[config.mk]
export PLATFORM = sky130hd
export DESIGN_NAME = board_top
export DESIGN_NICKNAME = d
export VERILOG_FILES = /design/src/source/board_pkg.sv /design/src/source/tm1638_pkg.sv /design/src/source/slow_tick_gen.sv /design/src/source/lab_counter.sv /design/src/source/tm1638_link_arbiter.sv /design/src/source/tm1638_display_writer.sv /design/src/source/tm1638_key_reader.sv /design/src/source/board_top.sv
export SDC_FILE = /design/constraint.sdc
export NUM_CORES = 1
export LEC_CHECK = 0
export BUFFER_PORTS_ARGS = -buffer_cell sky130_fd_sc_hd__buf_4
export CAP_MARGIN = 30
export CORE_MARGIN = 1
export CORE_UTILIZATION = 54
export CTS_CLUSTER_SIZE = 40
export DETAILED_ROUTE_END_ITERATION = 10
export PLACE_DENSITY = 0.77
export SYNTH_ARGS = -nofsm -noshare
export SYNTH_HDL_FRONTEND = slang
export SYNTH_SLANG_ARGS = --single-unit
[constraint.sdc]
create_clock -name clk -period 7.55 [get_ports clk]
set_input_delay 0 -clock clk [delete_from_list [all_inputs] [get_ports clk]]
set_output_delay 0 -clock clk [all_outputs]
set_load 0.005 [all_outputs]
[src/source/board_pkg.sv]
package board_pkg;

    typedef logic [ 7:0] key_t;    // Panel key levels, key 0 in bit 0
    typedef logic [ 7:0] led_t;
    typedef logic [ 7:0] seg_t;    // abcdefgh, segment a in bit 7, h is the point
    typedef logic [31:0] count_t;

    localparam int w_digit         = 8;
    localparam int clk_mhz_default = 100;
    localparam int tick_hz_default = 1;

    //~~~~~~~~~~~~~~~~~~~~~~~~~~~~~~~~~~~~~~~~~~~~~~~~~~~~~~~~~~~~~~~~~~~~~~~~~~
    // Standard hex font, the decimal point stays dark

    function automatic seg_t hex_to_segments(input logic [3:0] nibble);
        seg_t segments;
        case (nibble)
            4'h0: segments = 8'hFC;
            4'h1: segments = 8'h60;
            4'h2: segments = 8'hDA;
            4'h3: segments = 8'hF2;
            4'h4: segments = 8'h66;
            4'h5: segments = 8'hB6;
            4'h6: segments = 8'hBE;
            4'h7: segments = 8'hE0;
            4'h8: segments = 8'hFE;
            4'h9: segments = 8'hF6;
            4'hA: segments = 8'hEE;
            4'hB: segments = 8'h3E;    // Lower case b
            4'hC: segments = 8'h9C;
            4'hD: segments = 8'h7A;    // Lower case d
            4'hE: segments = 8'h9E;
            default: segments = 8'h8E;
        endcase
        return segments;
    endfunction

endpackage

[src/source/tm1638_pkg.sv]
package tm1638_pkg;

    typedef logic [7:0] byte_t;

    // Command bytes as the chip expects them
    localparam byte_t cmd_write_auto = 8'h40;    // Data write, auto address increment
    localparam byte_t cmd_read_keys  = 8'h42;
    localparam byte_t cmd_addr_base  = 8'hC0;    // Display RAM address 0
    localparam byte_t cmd_display_on = 8'h8F;    // Display on, full brightness

    typedef enum logic [1:0]
    {
        idle,
        strobe_setup,
        shift,
        gap
    } link_state_t;

    // Clock cycles in each half period of sio_clk
    localparam int sio_div_default = 4;

endpackage

[src/source/slow_tick_gen.sv]
`timescale 1ns/10ps

module slow_tick_gen
# (
    parameter int fast_clk_mhz = board_pkg::clk_mhz_default,
    parameter int tick_hz      = board_pkg::tick_hz_default
)
(
    input  logic clk,
    input  logic rst,
    output logic tick
);

    localparam int period = fast_clk_mhz * 1000000 / tick_hz;
    localparam int w_cnt  = $clog2(period);

    logic [w_cnt - 1:0] cnt;

    always_ff @(posedge clk)
    begin
        if (rst)
        begin
            cnt  <= '0;
            tick <= 1'b0;
        end
        else
        begin
            tick <= cnt == w_cnt'(period - 1);    // One strobe per wrap
            cnt  <= (cnt == w_cnt'(period - 1)) ? '0 : cnt + 1'b1;
        end
    end

    a_tick_single : assert property (@(posedge clk) disable iff (rst) tick |=> !tick);

endmodule

[src/source/lab_counter.sv]
`timescale 1ns/10ps

module lab_counter
(
    input  logic            clk,
    input  logic            rst,
    input  logic            tick,
    input  board_pkg::key_t key,

    output board_pkg::seg_t seg0,
    output board_pkg::seg_t seg1,
    output board_pkg::seg_t seg2,
    output board_pkg::seg_t seg3,
    output board_pkg::seg_t seg4,
    output board_pkg::seg_t seg5,
    output board_pkg::seg_t seg6,
    output board_pkg::seg_t seg7,
    output board_pkg::led_t led
);

    import board_pkg::*;

    key_t   key_q;
    key_t   key_rise;
    count_t count;
    seg_t   digits [w_digit];

    assign key_rise = key & ~key_q;

    // Clear wins over decrement, decrement over increment, and the tick comes last
    always_ff @(posedge clk)
    begin
        if (rst)
        begin
            key_q <= '0;
            count <= '0;
        end
        else
        begin
            key_q <= key;
            if (key_rise[2])
                count <= '0;
            else if (key_rise[1])
                count <= count - 1'b1;    // Wraps below zero on purpose
            else if (key_rise[0])
                count <= count + 1'b1;
            else if (tick && key[3])
                count <= count + 1'b1;
        end
    end

    //~~~~~~~~~~~~~~~~~~~~~~~~~~~~~~~~~~~~~~~~~~~~~~~~~~~~~~~~~~~~~~~~~~~~~~~~~~
    // Digit i shows nibble i of the count

    for (genvar i = 0; i < w_digit; i++)
    begin : g_digit
        assign digits[i] = hex_to_segments(count[4 * i +: 4]);
    end

    assign seg0 = digits[0];
    assign seg1 = digits[1];
    assign seg2 = digits[2];
    assign seg3 = digits[3];
    assign seg4 = digits[4];
    assign seg5 = digits[5];
    assign seg6 = digits[6];
    assign seg7 = digits[7];

    assign led  = count[7:0];

endmodule

[src/source/tm1638_link_arbiter.sv]
`timescale 1ns/10ps

module tm1638_link_arbiter
# (
    parameter int sio_div = tm1638_pkg::sio_div_default
)
(
    input  logic              clk,
    input  logic              rst,

    input  logic              disp_req,
    input  logic              disp_rd,
    input  tm1638_pkg::byte_t disp_tx_byte,
    input  logic              disp_tx_last,
    output logic              disp_grant,
    output logic              disp_byte_done,
    output tm1638_pkg::byte_t disp_rx_byte,
    output logic              disp_rx_valid,

    input  logic              keys_req,
    input  logic              keys_rd,
    input  tm1638_pkg::byte_t keys_tx_byte,
    input  logic              keys_tx_last,
    output logic              keys_grant,
    output logic              keys_byte_done,
    output tm1638_pkg::byte_t keys_rx_byte,
    output logic              keys_rx_valid,

    output logic              sio_clk,
    output logic              sio_stb,
    output logic              sio_data_out,
    output logic              sio_data_oe,
    input  logic              sio_data_in
);

    import tm1638_pkg::*;

    localparam int w_div = $clog2(2 * sio_div);

    link_state_t        state;
    logic [w_div - 1:0] div_cnt;
    logic [2:0]         bit_cnt;
    logic               ph;            // Low or high half of sio_clk
    logic               owner;         // 0 for the display writer, 1 for the key reader
    logic               last_owner;
    logic               rd_flag, last_flag, end_flag;
    byte_t              sreg, rx_byte;

    logic               half_end, gap_end, bit_end, load, pick;
    logic               sel_req, sel_rd, sel_last;
    byte_t              sel_byte;

    assign half_end = div_cnt == w_div'(sio_div - 1);
    assign gap_end  = div_cnt == w_div'(2 * sio_div - 1);
    assign bit_end  = state == shift && ph && half_end;

    // A byte is taken after the strobe setup and after each byte that does not end a group
    assign load = (state == strobe_setup && half_end)
               || (bit_end && bit_cnt == 3'd7 && !last_flag);

    // The key reader wins when alone, or when the display writer went last
    assign pick = keys_req && (!disp_req || !last_owner);

    assign sel_req  = owner ? keys_req     : disp_req;
    assign sel_rd   = owner ? keys_rd      : disp_rd;
    assign sel_last = owner ? keys_tx_last : disp_tx_last;
    assign sel_byte = owner ? keys_tx_byte : disp_tx_byte;

    assign disp_byte_done = load && !owner;
    assign keys_byte_done = load &&  owner;
    assign disp_rx_byte   = rx_byte;
    assign keys_rx_byte   = rx_byte;

    assign sio_stb      = !(state == strobe_setup || state == shift);
    assign sio_clk      = !(state == shift && !ph);
    assign sio_data_out = (state == shift) ? sreg[0] : 1'b1;
    assign sio_data_oe  = !(state == shift && rd_flag);    // Chip drives data while reading

    //~~~~~~~~~~~~~~~~~~~~~~~~~~~~~~~~~~~~~~~~~~~~~~~~~~~~~~~~~~~~~~~~~~~~~~~~~~
    // Link FSM

    always_ff @(posedge clk)
    begin
        if (rst)
        begin
            state         <= idle;
            div_cnt       <= '0;
            bit_cnt       <= '0;
            ph            <= 1'b0;
            owner         <= 1'b0;
            last_owner    <= 1'b1;    // So the display goes first
            rd_flag       <= 1'b0;
            last_flag     <= 1'b0;
            end_flag      <= 1'b0;
            disp_grant    <= 1'b0;
            keys_grant    <= 1'b0;
            disp_rx_valid <= 1'b0;
            keys_rx_valid <= 1'b0;
        end
        else
        begin
            disp_grant    <= 1'b0;
            keys_grant    <= 1'b0;
            disp_rx_valid <= 1'b0;
            keys_rx_valid <= 1'b0;
            div_cnt       <= div_cnt + 1'b1;

            case (state)
                idle:
                begin
                    div_cnt <= '0;
                    if (disp_req || keys_req)
                    begin
                        owner      <= pick;
                        disp_grant <= !pick;
                        keys_grant <= pick;
                        state      <= strobe_setup;
                    end
                end
                strobe_setup:
                    if (half_end)
                    begin
                        div_cnt <= '0;
                        ph      <= 1'b0;    // First falling edge of sio_clk
                        bit_cnt <= '0;
                        state   <= shift;
                    end
                shift:
                    if (half_end)
                    begin
                        div_cnt <= '0;
                        ph      <= !ph;
                        if (ph)
                        begin
                            bit_cnt <= bit_cnt + 1'b1;
                            if (bit_cnt == 3'd7)
                            begin
                                disp_rx_valid <= rd_flag && !owner;
                                keys_rx_valid <= rd_flag &&  owner;
                                if (last_flag)
                                    state <= gap;
                            end
                        end
                    end
                gap:
                    if (gap_end)
                    begin
                        div_cnt <= '0;
                        if (end_flag)
                        begin
                            state      <= idle;
                            last_owner <= owner;
                        end
                        else
                            state <= strobe_setup;    // Same owner, next group
                    end
                default:
                    state <= idle;
            endcase

            // A peer that has dropped req by its last byte ends the transaction
            if (load)
            begin
                rd_flag   <= sel_rd;
                last_flag <= sel_last;
                end_flag  <= !sel_req;
            end
        end
    end

    // One shift register for both directions: reads shift before the rising
    // edge, writes shift at the falling edge
    always_ff @(posedge clk)
    begin
        if (load)
            sreg <= sel_byte;
        else if (state == shift && half_end && (ph != rd_flag))
            sreg <= {rd_flag ? sio_data_in : 1'b0, sreg[7:1]};

        if (bit_end && bit_cnt == 3'd7)
            rx_byte <= sreg;
    end

    a_one_grant  : assert property (@(posedge clk) disable iff (rst)
        !(disp_grant && keys_grant));

    a_whole_byte : assert property (@(posedge clk) disable iff (rst)
        $rose(sio_stb) |-> $past(bit_end && bit_cnt == 3'd7));

endmodule

[src/source/tm1638_display_writer.sv]
`timescale 1ns/10ps

module tm1638_display_writer
(
    input  logic              clk,
    input  logic              rst,

    input  board_pkg::seg_t   seg0,
    input  board_pkg::seg_t   seg1,
    input  board_pkg::seg_t   seg2,
    input  board_pkg::seg_t   seg3,
    input  board_pkg::seg_t   seg4,
    input  board_pkg::seg_t   seg5,
    input  board_pkg::seg_t   seg6,
    input  board_pkg::seg_t   seg7,
    input  board_pkg::led_t   led,

    output logic              req,
    output logic              rd,
    output tm1638_pkg::byte_t tx_byte,
    output logic              tx_last,
    input  logic              grant,
    input  logic              byte_done
);

    import board_pkg::*;
    import tm1638_pkg::*;

    // Mode command, address plus two bytes per digit, display control
    localparam int n_bytes = 2 * w_digit + 3;
    localparam int w_idx   = $clog2(n_bytes + 1);
    localparam int w_dsel  = $clog2(w_digit);

    logic               req_on;
    logic [w_idx - 1:0] idx;
    logic [w_idx - 1:0] data_idx;
    logic [w_dsel - 1:0] digit;
    logic               final_byte;
    seg_t               seg_in  [w_digit];
    seg_t               seg_img [w_digit];
    led_t               led_img;

    assign seg_in     = '{seg0, seg1, seg2, seg3, seg4, seg5, seg6, seg7};
    assign final_byte = idx == w_idx'(n_bytes - 1);
    assign req        = req_on && !(byte_done && final_byte);
    assign rd         = 1'b0;

    //~~~~~~~~~~~~~~~~~~~~~~~~~~~~~~~~~~~~~~~~~~~~~~~~~~~~~~~~~~~~~~~~~~~~~~~~~~
    // Byte for the current index

    always_comb
    begin
        data_idx = idx - w_idx'(2);
        digit    = data_idx[w_dsel:1];
        tx_last  = idx == '0 || idx >= w_idx'(n_bytes - 2);    // Ends of the three groups

        if (idx == w_idx'(0))
            tx_byte = cmd_write_auto;
        else if (idx == w_idx'(1))
            tx_byte = cmd_addr_base;
        else if (idx >= w_idx'(n_bytes - 1))
            tx_byte = cmd_display_on;
        else if (data_idx[0])
            tx_byte = {7'd0, led_img[digit]};    // LED lives in bit 0 of the odd address
        else
            tx_byte = seg_img[digit];
    end

    always_ff @(posedge clk)
    begin
        if (rst)
        begin
            req_on <= 1'b0;
            idx    <= '0;
        end
        else
        begin
            req_on <= 1'b1;    // Refresh runs without pause
            if (grant)
                idx <= '0;
            else if (byte_done)
                idx <= idx + 1'b1;
        end
    end

    // One consistent image per frame
    always_ff @(posedge clk)
    begin
        if (grant)
        begin
            seg_img <= seg_in;
            led_img <= led;
        end
    end

endmodule

[src/source/tm1638_key_reader.sv]
`timescale 1ns/10ps

module tm1638_key_reader
(
    input  logic              clk,
    input  logic              rst,

    output logic              req,
    output logic              rd,
    output tm1638_pkg::byte_t tx_byte,
    output logic              tx_last,
    input  logic              grant,
    input  logic              byte_done,
    input  tm1638_pkg::byte_t rx_byte,
    input  logic              rx_valid,

    output board_pkg::key_t   key
);

    import board_pkg::*;
    import tm1638_pkg::*;

    localparam int n_reads = 4;

    logic       req_on;
    logic       wait_rx;    // Last byte taken, read data still on the way
    logic [2:0] idx;
    logic [1:0] rd_cnt;
    key_t       key_acc;

    assign rd      = idx != 3'd0;
    assign tx_byte = (idx == 3'd0) ? cmd_read_keys : 8'hFF;
    assign tx_last = idx == 3'(n_reads);
    assign req     = req_on && !(byte_done && tx_last);

    always_ff @(posedge clk)
    begin
        if (rst)
        begin
            req_on  <= 1'b0;
            wait_rx <= 1'b0;
            idx     <= '0;
            rd_cnt  <= '0;
            key     <= '0;
        end
        else
        begin
            if (byte_done && tx_last)
            begin
                req_on  <= 1'b0;
                wait_rx <= 1'b1;
            end
            else if (!wait_rx)
                req_on <= 1'b1;

            // All eight keys change together after the fourth byte
            if (rx_valid && rd_cnt == 2'd3)
            begin
                wait_rx <= 1'b0;
                key     <= {rx_byte[4], key_acc[6:4], rx_byte[0], key_acc[2:0]};
            end

            if (grant)
            begin
                idx    <= '0;
                rd_cnt <= '0;
            end
            else
            begin
                if (byte_done)
                    idx <= idx + 1'b1;
                if (rx_valid)
                    rd_cnt <= rd_cnt + 1'b1;
            end
        end
    end

    // Byte i holds key i in bit 0 and key i + 4 in bit 4
    always_ff @(posedge clk)
    begin
        if (rx_valid)
        begin
            key_acc[{1'b0, rd_cnt}] <= rx_byte[0];
            key_acc[{1'b1, rd_cnt}] <= rx_byte[4];
        end
    end

endmodule

[src/source/board_top.sv]
`timescale 1ns/10ps

module board_top
# (
    parameter int clk_mhz = board_pkg::clk_mhz_default,
    parameter int tick_hz = board_pkg::tick_hz_default,
    parameter int sio_div = tm1638_pkg::sio_div_default
)
(
    input  logic              clk,
    input  logic              rst,

    output logic              sio_clk,
    output logic              sio_stb,
    output logic              sio_data_out,
    output logic              sio_data_oe,
    input  logic              sio_data_in,

    output board_pkg::led_t   led
);

    import board_pkg::*;
    import tm1638_pkg::*;

    logic  tick;
    key_t  key;
    seg_t  seg0, seg1, seg2, seg3, seg4, seg5, seg6, seg7;
    led_t  led_image;

    logic  disp_req, disp_rd, disp_tx_last, disp_grant, disp_byte_done;
    byte_t disp_tx_byte;

    logic  keys_req, keys_rd, keys_tx_last, keys_grant, keys_byte_done, keys_rx_valid;
    byte_t keys_tx_byte, keys_rx_byte;

    assign led = led_image;    // The board LEDs mirror what the panel shows

    //~~~~~~~~~~~~~~~~~~~~~~~~~~~~~~~~~~~~~~~~~~~~~~~~~~~~~~~~~~~~~~~~~~~~~~~~~~
    // Lab side

    slow_tick_gen # (.fast_clk_mhz (clk_mhz), .tick_hz (tick_hz))
    i_slow_tick_gen (.*);

    lab_counter i_lab_counter (.led (led_image), .*);

    //~~~~~~~~~~~~~~~~~~~~~~~~~~~~~~~~~~~~~~~~~~~~~~~~~~~~~~~~~~~~~~~~~~~~~~~~~~
    // Panel side, two peers on one serial link

    tm1638_display_writer i_display_writer
    (
        .led       ( led_image      ),
        .req       ( disp_req       ),
        .rd        ( disp_rd        ),
        .tx_byte   ( disp_tx_byte   ),
        .tx_last   ( disp_tx_last   ),
        .grant     ( disp_grant     ),
        .byte_done ( disp_byte_done ),
        .*
    );

    tm1638_key_reader i_key_reader
    (
        .req       ( keys_req       ),
        .rd        ( keys_rd        ),
        .tx_byte   ( keys_tx_byte   ),
        .tx_last   ( keys_tx_last   ),
        .grant     ( keys_grant     ),
        .byte_done ( keys_byte_done ),
        .rx_byte   ( keys_rx_byte   ),
        .rx_valid  ( keys_rx_valid  ),
        .*
    );

    // The display writer never reads, so its receive side stays open
    tm1638_link_arbiter # (.sio_div (sio_div))
    i_link_arbiter
    (
        .disp_rx_byte  (  ),
        .disp_rx_valid (  ),
        .*
    );

endmodule

# Word level (Yosys, flattened, before mapping)
# Memory sizes are Yosys's and may differ from the RTL's. A register that Yosys moved wholly into a read port is not among the register bits.
# Index checks and enable logic that the tools add are counted.
# Widths: inputs -> output; s select.
# word_totals
out_inout_bits	12
elab_cells	194
ff_bits	190
rom_bits	896
mem_count	8
in_bits	3
# op_classes
bitwise_logic	9
n_reduce_logical	59
n_eq_ne	19
magnitude_cmp	8
add_sub_neg	9
muxes	47
# mem_list
name	depth	word_bits	rd	rd_clocked_by_memory_dff	write_ports	line	source
(no name shown)	16	7	1	1	0	board_pkg.sv:17	case (nibble)
(no name shown)	16	7	1	1	0	board_pkg.sv:17	
(no name shown)	16	7	1	1	0	board_pkg.sv:17	
(no name shown)	16	7	1	1	0	board_pkg.sv:17	
(no name shown)	16	7	1	1	0	board_pkg.sv:17	
(no name shown)	16	7	1	1	0	board_pkg.sv:17	
+2 memories	--	--	--	--	--	--	
# ops
cell	count
$mux 32	3
$mux 8	10
$add 32x1->32 const B	1
$sub 32x1->32 const B	1
$add 27x1->27 const B	1
$eq 27x27->1 const B	1
$bmux 8 s3	1
$logic_and 1x1->1	21
$bwmux 8	2
$mux 3	5
$mux 2	7
$reduce_or 2->1	7
$logic_not 1->1	12
$mux 1	12
$ne 2x1->1 const B	6
$ge 5x5->1 const B	2
$add 3x1->3 const B	3
$eq 3x3->1 const B	3
$pmux 3 s3	1
$lt 3x4->1 const B	2
$pmux 2 s4	1
$reduce_and 7->1	1
$eq 2x2->1 const B	3
$not 1->1	6
other kinds (31)	39

# Logic depth before layout (Yosys ltp)
# Gate-level depths: netlist of run 1.
# depth
depth_word	14
depth_mapped	12

# Cells and area by module
# From an unflattened synthesis of run 1, not the netlist that was laid out.
# unflattened
hier_cells	1313
area_unflattened_um2	13533.0
# modules_own_cells
mod	seq_area_each_um2	instances	area_each_um2	cells_per_inst
lab_counter	1821.7	1	6199.7	736
tm1638_display_writer	2282.2	1	3226.8	168
tm1638_link_arbiter	840.8	1	1732.9	166
slow_tick_gen	560.5	1	1365.1	148
tm1638_key_reader	480.5	1	1008.5	95

# Worst setup path before layout of run 1
# Ideal clock, no wire load.
# synth_path
path_kind	flip-flop to flip-flop
startpoint	reg i_lab_counter.key_q[1]
endpoint	reg i_lab_counter.count[31]
slack_ns	4.401
arrival_time_ns	3.028
synth_period_minus_slack_ns	3.149
path_stages_with_launch	13
cell_sequence	dfxtp_1 > nand2b_1 > inv_1 > ha_1 > buf_6 > a21oi_4 > o22ai_1 > or4b_4 > a41oi_2 > a21bo_1 > o221ai_2 > or4_1 > nand3_1
# synth_between
elab_chain_cells	3
# synth_lines
element	line	source
from (decl)	lab_counter.sv:23	key_t key_q;
from (signal assigned)	lab_counter.sv:40	key_q <= key;
$not 3->3 *	lab_counter.sv:28	assign key_rise = key & ~key_q;
$and 3x3->3 *	lab_counter.sv:28	
$reduce_bool 3->1 (no source line) or $mux 32 (tied branches)	--	
to (signal assigned)	lab_counter.sv:44	count <= count - 1'b1;
to (signal assigned)	lab_counter.sv:46	count <= count + 1'b1;
to (signal assigned)	lab_counter.sv:48	count <= count + 1'b1;
to (decl)	lab_counter.sv:25	count_t count;
# Every way passes the cells marked *; elsewhere a longest branch is shown, timed or not.
# A chain may end at the register's enable or synchronous reset.

# Final worst setup path of run 1
# Ends and elaborated chain as after synthesis.

==> impl_metrics.tcl, run 1 <==
set metrics [dict create \
    cts.path.max_buffers 2 \
    drv_cap 0 \
    grt_pass1_wl_um 38250 \
    gp_congestion 0.9158 \
    tns_ns 0 \
    antenna_cells 0 \
    root_buffer "clkbuf_16" \
    finalHoldViolations 0 \
    synth_top_area_share_pct 21.12 \
    cp-end-kind "flip-flop" \
    syn-cell-area_um2 10800 \
    drt-vias-per-instance 5.802 \
    ctsHoldBuffers 2 \
    core_area_um2 19530 \
    fin_crit_sh_pct 44.34 \
    whs_path_depth 1 \
    timing.fmax_mhz 298.7 \
    synth.distinct_cells 76 \
    async_flop_share_pct 0 \
    firstDrtPassIters 5 \
    synth_nets 1276 \
    relSlewSlack_pct 39.39 \
    std_cell_rows 51 \
    cp_data_required_time_ns 7.87 \
    cts_tree "yes" \
    status "complete, no violations" \
    ys_warn_count 0 \
    worst-path-max-fanout 25 \
    critPathArrivalTime_ns 3.67 \
    layout_common_cells "ha_1, nand2_1, dfxtp_1" \
    cts.sinks 173 \
    final_nets 1255 \
    grt_use_total_pct 23.84 \
    cp-startpoint "i_lab_counter.key_q[1]" \
    io_buffers 14 \
    ant_nets 0 \
    synth_edf_count 76 \
    synth_ff_type "dfxtp_1" \
    ys_seq_area_share_pct 39.10 \
    drive_gt1_share_pct 7.719 \
    syn_avg_cell_area_um2 9.306 \
    post-cts-setup-buffers 0 \
    syn_to_final_growth_pct 8.049 \
    fp.dieH_um 143.5 \
    syn_inst 1161 \
    ir_worst_vdd_mv 0.1488 \
    drtIter0Drc 615 \
    final_area_um2 11670 \
    fp.dieW_um 143.5 \
    wl_per_cell_um 16.24 \
    r2r_cells 12 \
    boundaryPins 15 \
    finalSetupViolCount 0 \
    cp-start-kind "flip-flop" \
    min_path_type "reg -> reg" \
    clk_latency_ns 0.43 \
    grt_pass1_vias 7712 \
    htreeDepth 4 \
    clock-skew-final_ns 0.01513 \
    hp-start "i_link_arbiter.div_cnt[0]" \
    vias 8227 \
    drcViolationCount 0 \
    wl_um 23030 \
    ys_top_cells_by_area "edfxtp_1, dfxtp_1, ha_1" \
    grt_max_degree 70 \
    dieArea_um2 20580 \
    overflow 0 \
    slew_violations 0 \
    p_per_area_nw_per_um2 177.0 \
    start_util_pct 55.33 \
    cts_buffers 17 \
    yosysTopAreaCell "edfxtp_1" \
    cellLeakagePower_nw 4.213 \
    hpwl_um 16470 \
    cts_resized 0 \
    period_needed_ns 3.348 \
    r2r-start "i_lab_counter.key_q[1]" \
    r2r_slack_ns 4.20 \
    layout_commonest_cell "ha_1" \
    ys_ff_latch 173 \
    rsz0062_at_grt "false" \
    stdcell_count 1418 \
    place_inst 1384 \
    clkTransAtPathRegs_ns 0.07 \
    place_area_um2 11040 \
    antenna_found_initial 0 \
    worst_slew_pin_slew_ns 0.9061 \
    critPathKind "reg -> reg" \
]
-- routing by layer --
layer,vias to the layer above,track usage (%),share of wire [%]
met4,0,7.167,1.4
met5,-,0,0
met3,20,4.332,4.5
met1,3919,31.72,47
met2,167,39.40,47
li1,4121,-,-
-- path summary, 6_finish.rpt --
path                                to
max            i_lab_counter.count[31]
min          i_link_arbiter.div_cnt[0]
min reg2reg  i_link_arbiter.div_cnt[0]
max reg2reg    i_lab_counter.count[31]
-- synthesized netlist by cell type, drive strengths merged, types with 8 or more instances --
master / number
mux2i: 18
nor2b: 9
edfxtp: 76
nand3: 39
a21oi: 93
and3: 13
a22oi: 14
dfxtp: 97
nand2: 110
clkbuf: 42
nand4: 16
a31oi: 9
xor2: 31
inv: 80
o21ai: 97
nor3: 27
buf: 20
and2: 9
mux4: 20
a32oi: 8
xnor2: 25
ha: 111
a211oi: 9
a21o: 14
nor2: 91
-- cell type report --
type / instances / area (um^2)
multi-input combinational: 846 / 5995
sequential: 173 / 4225
fill: 1689 / 7853
clock buffer: 21 / 471.7
clock inverter: 11 / 140.1
tap: 265 / 331.6
timing repair buffer: 22 / 210.2
inverter: 80 / 300.3
-- where the power goes --
part	switching (mW)	internal (mW)	leakage, nW
combinational	0.0851	0.0405	2.59
clock	0.393	0.526	0.297
sequential	0.0134	1.01	1.33
-- critical path, stage by stage (launching register included) --
cell	delay, ns
dfxtp_1	0.30
nand2b_1	0.24
inv_1	0.36
buf_16	0.22
ha_1	0.31
a21oi_1	0.26
o22ai_1	0.14
or4b_4	0.54
a41oi_2	0.18
a21bo_1	0.24
o221ai_2	0.20
or4_1	0.15
nand3_1	0.07
-- stage by stage --
step | utilization (%) | total power [mW] | hold slack, ns | setup WS [ns]
final | 59.78 | 2.066 | 0.4304 | 4.202
after global routing | 59.78 | 2.130 | 0.4549 | 4.017
after CTS | 59.78 | 2.074 | 0.4387 | 4.254
after detailed placement | 56.55 | 1.169 | 0.3378 | 4.271
after global placement | 56.27 | 1.164 | 0.3729 | 3.902
after floorplan | - | 1.130 | 0.2208 | 4.401
-- flip-flops by register name, indices dropped and copies added (netlist names), 2 cells and up --
register / flops
i_link_arbiter.bit_cnt: 3
i_link_arbiter.div_cnt: 3
i_key_reader.key_acc: 3
i_link_arbiter.sreg: 8
i_slow_tick_gen.cnt: 27
i_display_writer.idx: 5
i_lab_counter.count: 32
i_display_writer.seg_img: 56
i_key_reader.rd_cnt: 2
i_key_reader.key: 4
i_display_writer.led_img: 8
i_key_reader.idx: 3
i_lab_counter.key_q: 3
i_link_arbiter.state: 2
-- kinds of logic after synthesis --
logic type | share of synthesized area (%)
multiplexers | 6.149
AO/OA/AOI/OAI | 16.99
flip-flops | 39.10
adder cells (fa/ha/maj) | 13.04
AND/OR/NAND/NOR | 14.77
buffers and inverters | 5.420
XOR/XNOR | 4.540
No activity file was read; power rests on OpenSTA's default activity.
==> inputs of run 2 (changes only) <==
--- a/config.mk
+++ b/config.mk
@@ -11,7 +11,7 @@
 export CORE_UTILIZATION = 54
 export CTS_CLUSTER_SIZE = 40
 export DETAILED_ROUTE_END_ITERATION = 10
-export PLACE_DENSITY = 0.77
+export PLACE_DENSITY = 0.8
 export SYNTH_ARGS = -nofsm -noshare
 export SYNTH_HDL_FRONTEND = slang
 export SYNTH_SLANG_ARGS = --single-unit
==> constraint.sdc (replaced) <==
create_clock -name clk -period 2.71 [get_ports clk]
set_input_delay 0 -clock clk [delete_from_list [all_inputs] [get_ports clk]]
set_output_delay 0 -clock clk [all_outputs]
set_load 0.005 [all_outputs]
==> run 2 against run 1 <==
Net effect: cell count grew 4.6%; first-iteration DRC count grew 3.9%; flip-flop and latch count is the same; maximum frequency grew 24%; die area is the same; final area grew 6.3%; worst setup slack lost 4.2 ns; via count grew 4.7%; clock skew shrank 0.0027 ns; power grew to 2.7 times the previous value; hold slack lost 0.0043 ns; critical path depth is the same; highest routed layer unchanged.
==> impl_metrics.tcl, run 2 (synthesis gave the netlist of run 1 again) <==
set metrics [dict create \
    vias 8610 \
    critPathKind "reg -> reg" \
    worst_slew_pin_slew_ns 0.9444 \
    gp_congestion 0.9060 \
    drt-vias-per-instance 5.806 \
    relSlewSlack_pct 37.04 \
    boundaryPins 15 \
    core_area_um2 19530 \
    cp-end-kind "flip-flop" \
    grt_max_degree 57 \
    htreeDepth 4 \
    wl_per_cell_um 16.90 \
    hpwl_um 17360 \
    cts_buffers 17 \
    grt_pass1_vias 8101 \
    cts.sinks 173 \
    io_buffers 14 \
    firstDrtPassIters 5 \
    worst-path-max-fanout 19 \
    antenna_cells 0 \
    antenna_found_initial 0 \
    overflow 0 \
    cts.path.max_buffers 2 \
    grt_pass1_wl_um 39830 \
    top_register "i_display_writer.seg_img" \
    std_cell_rows 51 \
    min_path_type "reg -> reg" \
    p_per_area_nw_per_um2 451.1 \
    cp_data_required_time_ns 3.02 \
    final_nets 1320 \
    finalPower_mw 5.596 \
    root_buffer "clkbuf_16" \
    timing.fmax_mhz 369.9 \
    rsz0062_at_grt "true" \
    layout_commonest_cell "nand2_1" \
    start_util_pct 55.33 \
    top_regs "i_display_writer.seg_img: 56 flops, i_lab_counter.count: 32 flops, i_slow_tick_gen.cnt: 27 flops" \
    wl_um 25060 \
    critPathArrivalTime_ns 3.01 \
    fp.dieW_um 143.5 \
    slew_violations 0 \
    drtIter0Drc 639 \
    clk_latency_ns 0.44 \
    fp.dieH_um 143.5 \
    layout_common_cells "nand2_1, ha_1, dfxtp_1" \
    drive_gt1_share_pct 15.44 \
    cp-start-kind "flip-flop" \
    ir_worst_vdd_mv 0.4061 \
    place_inst 1446 \
    clkTransAtPathRegs_ns 0.08 \
    dieArea_um2 20580 \
    drv_cap 0 \
    fill_cells 1558 \
    finalHoldViolations 0 \
    status "complete, no violations" \
    finalSetupViolCount 0 \
    drcViolationCount 0 \
    cellLeakagePower_nw 4.491 \
    fin_crit_sh_pct 99.77 \
    syn_to_final_growth_pct 14.83 \
    ant_nets 0 \
    cts_tree "yes" \
    largest_reg_flops 56 \
    clock-skew-final_ns 0.01244 \
    utilization_pct 63.54 \
    stdcell_count 1483 \
    period_needed_ns 2.704 \
    grt_use_total_pct 24.79 \
]
[run 2: cell types whose count changed in the layout (fill, tap and decap cells not counted), moves of 3 or more]
cell / before / now
buf_4: 18 / 83
ha_1: 111 / 95
ha_4: 0 / 16
o21ai_0: 92 / 88
inv_8: 1 / 4
o21ai_1: 5 / 8
[run 2: final timing paths]
kind	startpoint	endpoint	slack (ns)	cells after the start
max reg2reg	i_lab_counter.key_q[1]	i_lab_counter.count[27]	0.006	12
min reg2reg	i_link_arbiter.div_cnt[0]	i_link_arbiter.div_cnt[0]	0.43	1
min	i_link_arbiter.div_cnt[0]	i_link_arbiter.div_cnt[0]	0.43	1
max	i_lab_counter.key_q[1]	i_lab_counter.count[27]	0.006	12
[run 2: timing repair]
action                     in CTS  in global routing
pin swaps                       2                 10
setup endpoints to repair       3                 14
buffers inserted                0                  3
hold endpoints to repair       12                  0
hold buffers                    2                  0
gates resized for setup         3                 35
[run 2: worst max-delay path, cell delays in order, from the launching register on]
cell and delay [ns]:
dfxtp_1 0.31, nand2b_4 0.13, clkinvlp_4 0.10, buf_12 0.18, ha_4 0.28, a21oi_4 0.18, o22ai_1 0.10, or4b_4 0.53
a41oi_2 0.14, a21bo_1 0.26, nor2_1 0.12, xor2_1 0.15, o21ai_0 0.08
[run 2: through the flow]
step | hold WS (ns) | area (um^2) | worst slack (ns) | setup TNS [ns]
3_3_place_gp | 0.3270 | 11570 | 0.04356 | 0
2_1_floorplan | 0.2208 | 10890 | -0.2661 | -2.068
4_1_cts | 0.4313 | 12170 | 0.001374 | 0
6_report | 0.4262 | 12410 | 0.006199 | 0
3_5_place_dp | 0.3457 | 11570 | -0.05319 | -0.06719
5_1_grt | 0.4679 | 12410 | -0.1372 | -0.6326
[run 2: area by class of cell]
class	instances	area [um^2]	area share, %
clock inverter	13	117.6	0.9480
clock buffer	19	442.9	3.570
tap	265	331.6	2.672
timing repair buffer	87	683.2	5.506
multi-input combinational	846	6301	50.79
inverter	80	304.0	2.451
sequential	173	4227	34.07
[run 2: power by group]
group	internal (mW)	total (mW)	switching (mW)	leakage (nW)
combinational	0.121	0.346	0.225	2.88
clock	1.24	2.39	1.15	0.281
sequential	2.80	2.86	0.0574	1.33
total	4.17	5.60	1.43	4.49
[run 2: per-layer routing]
metal  track usage (%)  up-vias  share of wire [%]
met5                 0        -                  0
met4             9.295        0                2.8
met3             3.999       53                4.6
met2             42.51      223                 48
met1             31.33     4092                 44
li1                  -     4242                  -
==> inputs of run 3 (changes only) <==
--- a/config.mk
+++ b/config.mk
@@ -12,6 +12,7 @@
 export CTS_CLUSTER_SIZE = 40
 export DETAILED_ROUTE_END_ITERATION = 10
 export PLACE_DENSITY = 0.8
+export RECOVER_POWER = 25
 export SYNTH_ARGS = -nofsm -noshare
 export SYNTH_HDL_FRONTEND = slang
 export SYNTH_SLANG_ARGS = --single-unit
==> run 3 against run 2 <==
Net effect: first-iteration DRC count rose by 4.7%; wire length barely moved; global-route usage did not move; cell count did not move; clock power barely moved; largest power group unchanged; highest routed layer unchanged.
==> impl_metrics.tcl, run 3 (synthesis gave the netlist of run 1 again) <==
set metrics [dict create \
    status "complete, no violations" \
    cpMaxStageDelayCell "or4_1" \
    timing.fmax_mhz 369.3 \
    relSlewSlack_pct 9.600 \
    cellLeakagePower_nw 4.445 \
    rsz0062_at_grt "true" \
    cts.path.max_buffers 2 \
    gp_congestion 0.9060 \
    place_inst 1446 \
    hp-start "i_link_arbiter.div_cnt[0]" \
    antenna_cells 0 \
    r2r_cells 12 \
    antenna_found_initial 0 \
    core_area_um2 19530 \
    path_delay_family "simple AND/OR/NAND/NOR gates" \
    firstDrtPassIters 5 \
    dieArea_um2 20580 \
    overflow 0 \
    wl_um 25040 \
    start_util_pct 55.33 \
    largest_reg_flops 56 \
    hpwl_um 17360 \
    cp_data_required_time_ns 3.09 \
    worst_slew_pin_slew_ns 1.356 \
    r2r-end "i_lab_counter.count[30]" \
    grt_pass1_vias 8101 \
    cp-endpoint "i_lab_counter.count[30]" \
    fp.dieH_um 143.5 \
    fp.dieW_um 143.5 \
    htreeDepth 4 \
    worstPathCellList "nand2b_4, clkinvlp_4, buf_12, ha_4, and4_1, and3_2, and3_1, o21ai_0, nand4_1, a221oi_2, or4_1, nand3_1" \
    top_regs "i_display_writer.seg_img: 56 flops, i_lab_counter.count: 32 flops, i_slow_tick_gen.cnt: 27 flops" \
    worst-path-max-fanout 19 \
    cp-start-kind "flip-flop" \
    cts_buffers 17 \
    final_area_um2 12360 \
    ir_worst_vdd_mv 0.4060 \
    clkTransAtPathRegs_ns 0.07 \
    slew_violations 0 \
    final_nets 1320 \
    cp-startpoint "i_lab_counter.key_q[1]" \
    drt-vias-per-instance 5.831 \
    min_path_type "reg -> reg" \
    utilization_pct 63.30 \
    syn_to_final_growth_pct 14.41 \
    wl_per_cell_um 16.88 \
    cts_tree "yes" \
    r2r_slack_ns 0.002 \
    layout_common_cells "nand2_1, dfxtp_1, ha_1" \
    std_cell_rows 51 \
    vias 8647 \
    drtIter0Drc 669 \
    drv_cap 0 \
    drive_gt1_share_pct 14.70 \
    layout_commonest_cell "nand2_1" \
    grt_use_total_pct 24.79 \
    grt_pass1_wl_um 39830 \
    stdcell_count 1483 \
    grt_max_degree 57 \
    clk_latency_ns 0.44 \
    place_area_um2 11570 \
    io_buffers 14 \
    finalSetupViolCount 0 \
    critPathArrivalTime_ns 3.08 \
    ant_nets 0 \
    boundaryPins 15 \
    tns_ns 0 \
    top_register "i_display_writer.seg_img" \
    r2r-start "i_lab_counter.key_q[1]" \
    crit_cells 12 \
    clock-skew-final_ns 0.01177 \
    cp_num_buf_inv 2 \
    finalHoldViolations 0 \
    fin_crit_sh_pct 99.93 \
    p_per_area_nw_per_um2 452.1 \
    critPathKind "reg -> reg" \
    cts.sinks 173 \
    drcViolationCount 0 \
    period_needed_ns 2.708 \
    root_buffer "clkbuf_16" \
    cp-end-kind "flip-flop" \
    cp_slowest_stage_delay_ns 0.41 \
]
[run 3: cell types whose count changed in the layout (fill, tap and decap cells not counted)]
cell      delta
buf_4       -16
clkbuf_1     +8
clkbuf_4     +8
and2_0       +3
and2_1       -3
buf_12       -1
clkbuf_2     +1
dfxtp_1      +1
dfxtp_2      -1
[run 3: cell type report]
type / count / area, um^2
Clock buffer: 19 / 442.9
Clock inverter: 13 / 117.6
Fill cell: 1572 / 7166
Inverter: 80 / 304.0
Multi-Input combinational cell: 846 / 6301
Sequential cell: 173 / 4225
Tap cell: 265 / 331.6
Timing Repair Buffer: 87 / 638.1
[run 3: where the power goes]
part,internal [mW],switching (mW)
Combinational,0.111,0.224
Clock,1.24,1.15
Sequential,2.81,0.0556
[run 3: worst register-to-register path, stage by stage (launching register included)]
cell	delay [ns]
dfxtp_1	0.31
nand2b_4	0.13
clkinvlp_4	0.10
buf_12	0.19
ha_4	0.34
and4_1	0.26
and3_2	0.21
and3_1	0.22
o21ai_0	0.10
nand4_1	0.20
a221oi_2	0.10
or4_1	0.41
nand3_1	0.08
[run 3: worst min path at each step]
stage                                end  slack, ns  depth (start not counted)
6_report       i_link_arbiter.div_cnt[0]       0.43                          1
5_1_grt        i_link_arbiter.div_cnt[0]       0.47                          1
4_1_cts        i_link_arbiter.div_cnt[0]       0.43                          1
3_5_place_dp      i_link_arbiter.sreg[7]       0.35                          3
3_3_place_gp      i_link_arbiter.sreg[7]       0.33                          3
2_1_floorplan     i_link_arbiter.sreg[7]       0.22                          2
[run 3: metrics by stage]
step           hold WS, ns  power, mW  worst slack, ns
6_report            0.4260      5.589         0.001929
3_3_place_gp        0.3270      3.245          0.04356
2_1_floorplan       0.2208      3.148          -0.2661
4_1_cts             0.4313      5.609         0.001374
5_1_grt             0.4679      5.741          -0.1372
3_5_place_dp        0.3457      3.262         -0.05319
[run 3: layer usage]
| layer | GRT usage, % | wire length, um | vias to the layer above |
|---|---|---|---|
| li1 | - | - | 4247 |
| met1 | 31.33 | 11030 | 4097 |
| met2 | 42.51 | 12070 | 255 |
| met3 | 3.999 | 1255 | 48 |
| met4 | 9.295 | 680 | 0 |
| met5 | 0 | 0 | - |
[run 3: repair_timing]
action	CTS	global route
endpoints found under the setup margin	3	14
pin swaps	2	10
buffers inserted	0	3
hold endpoints to repair	12	0
resized for setup	3	35
hold buffers	2	0
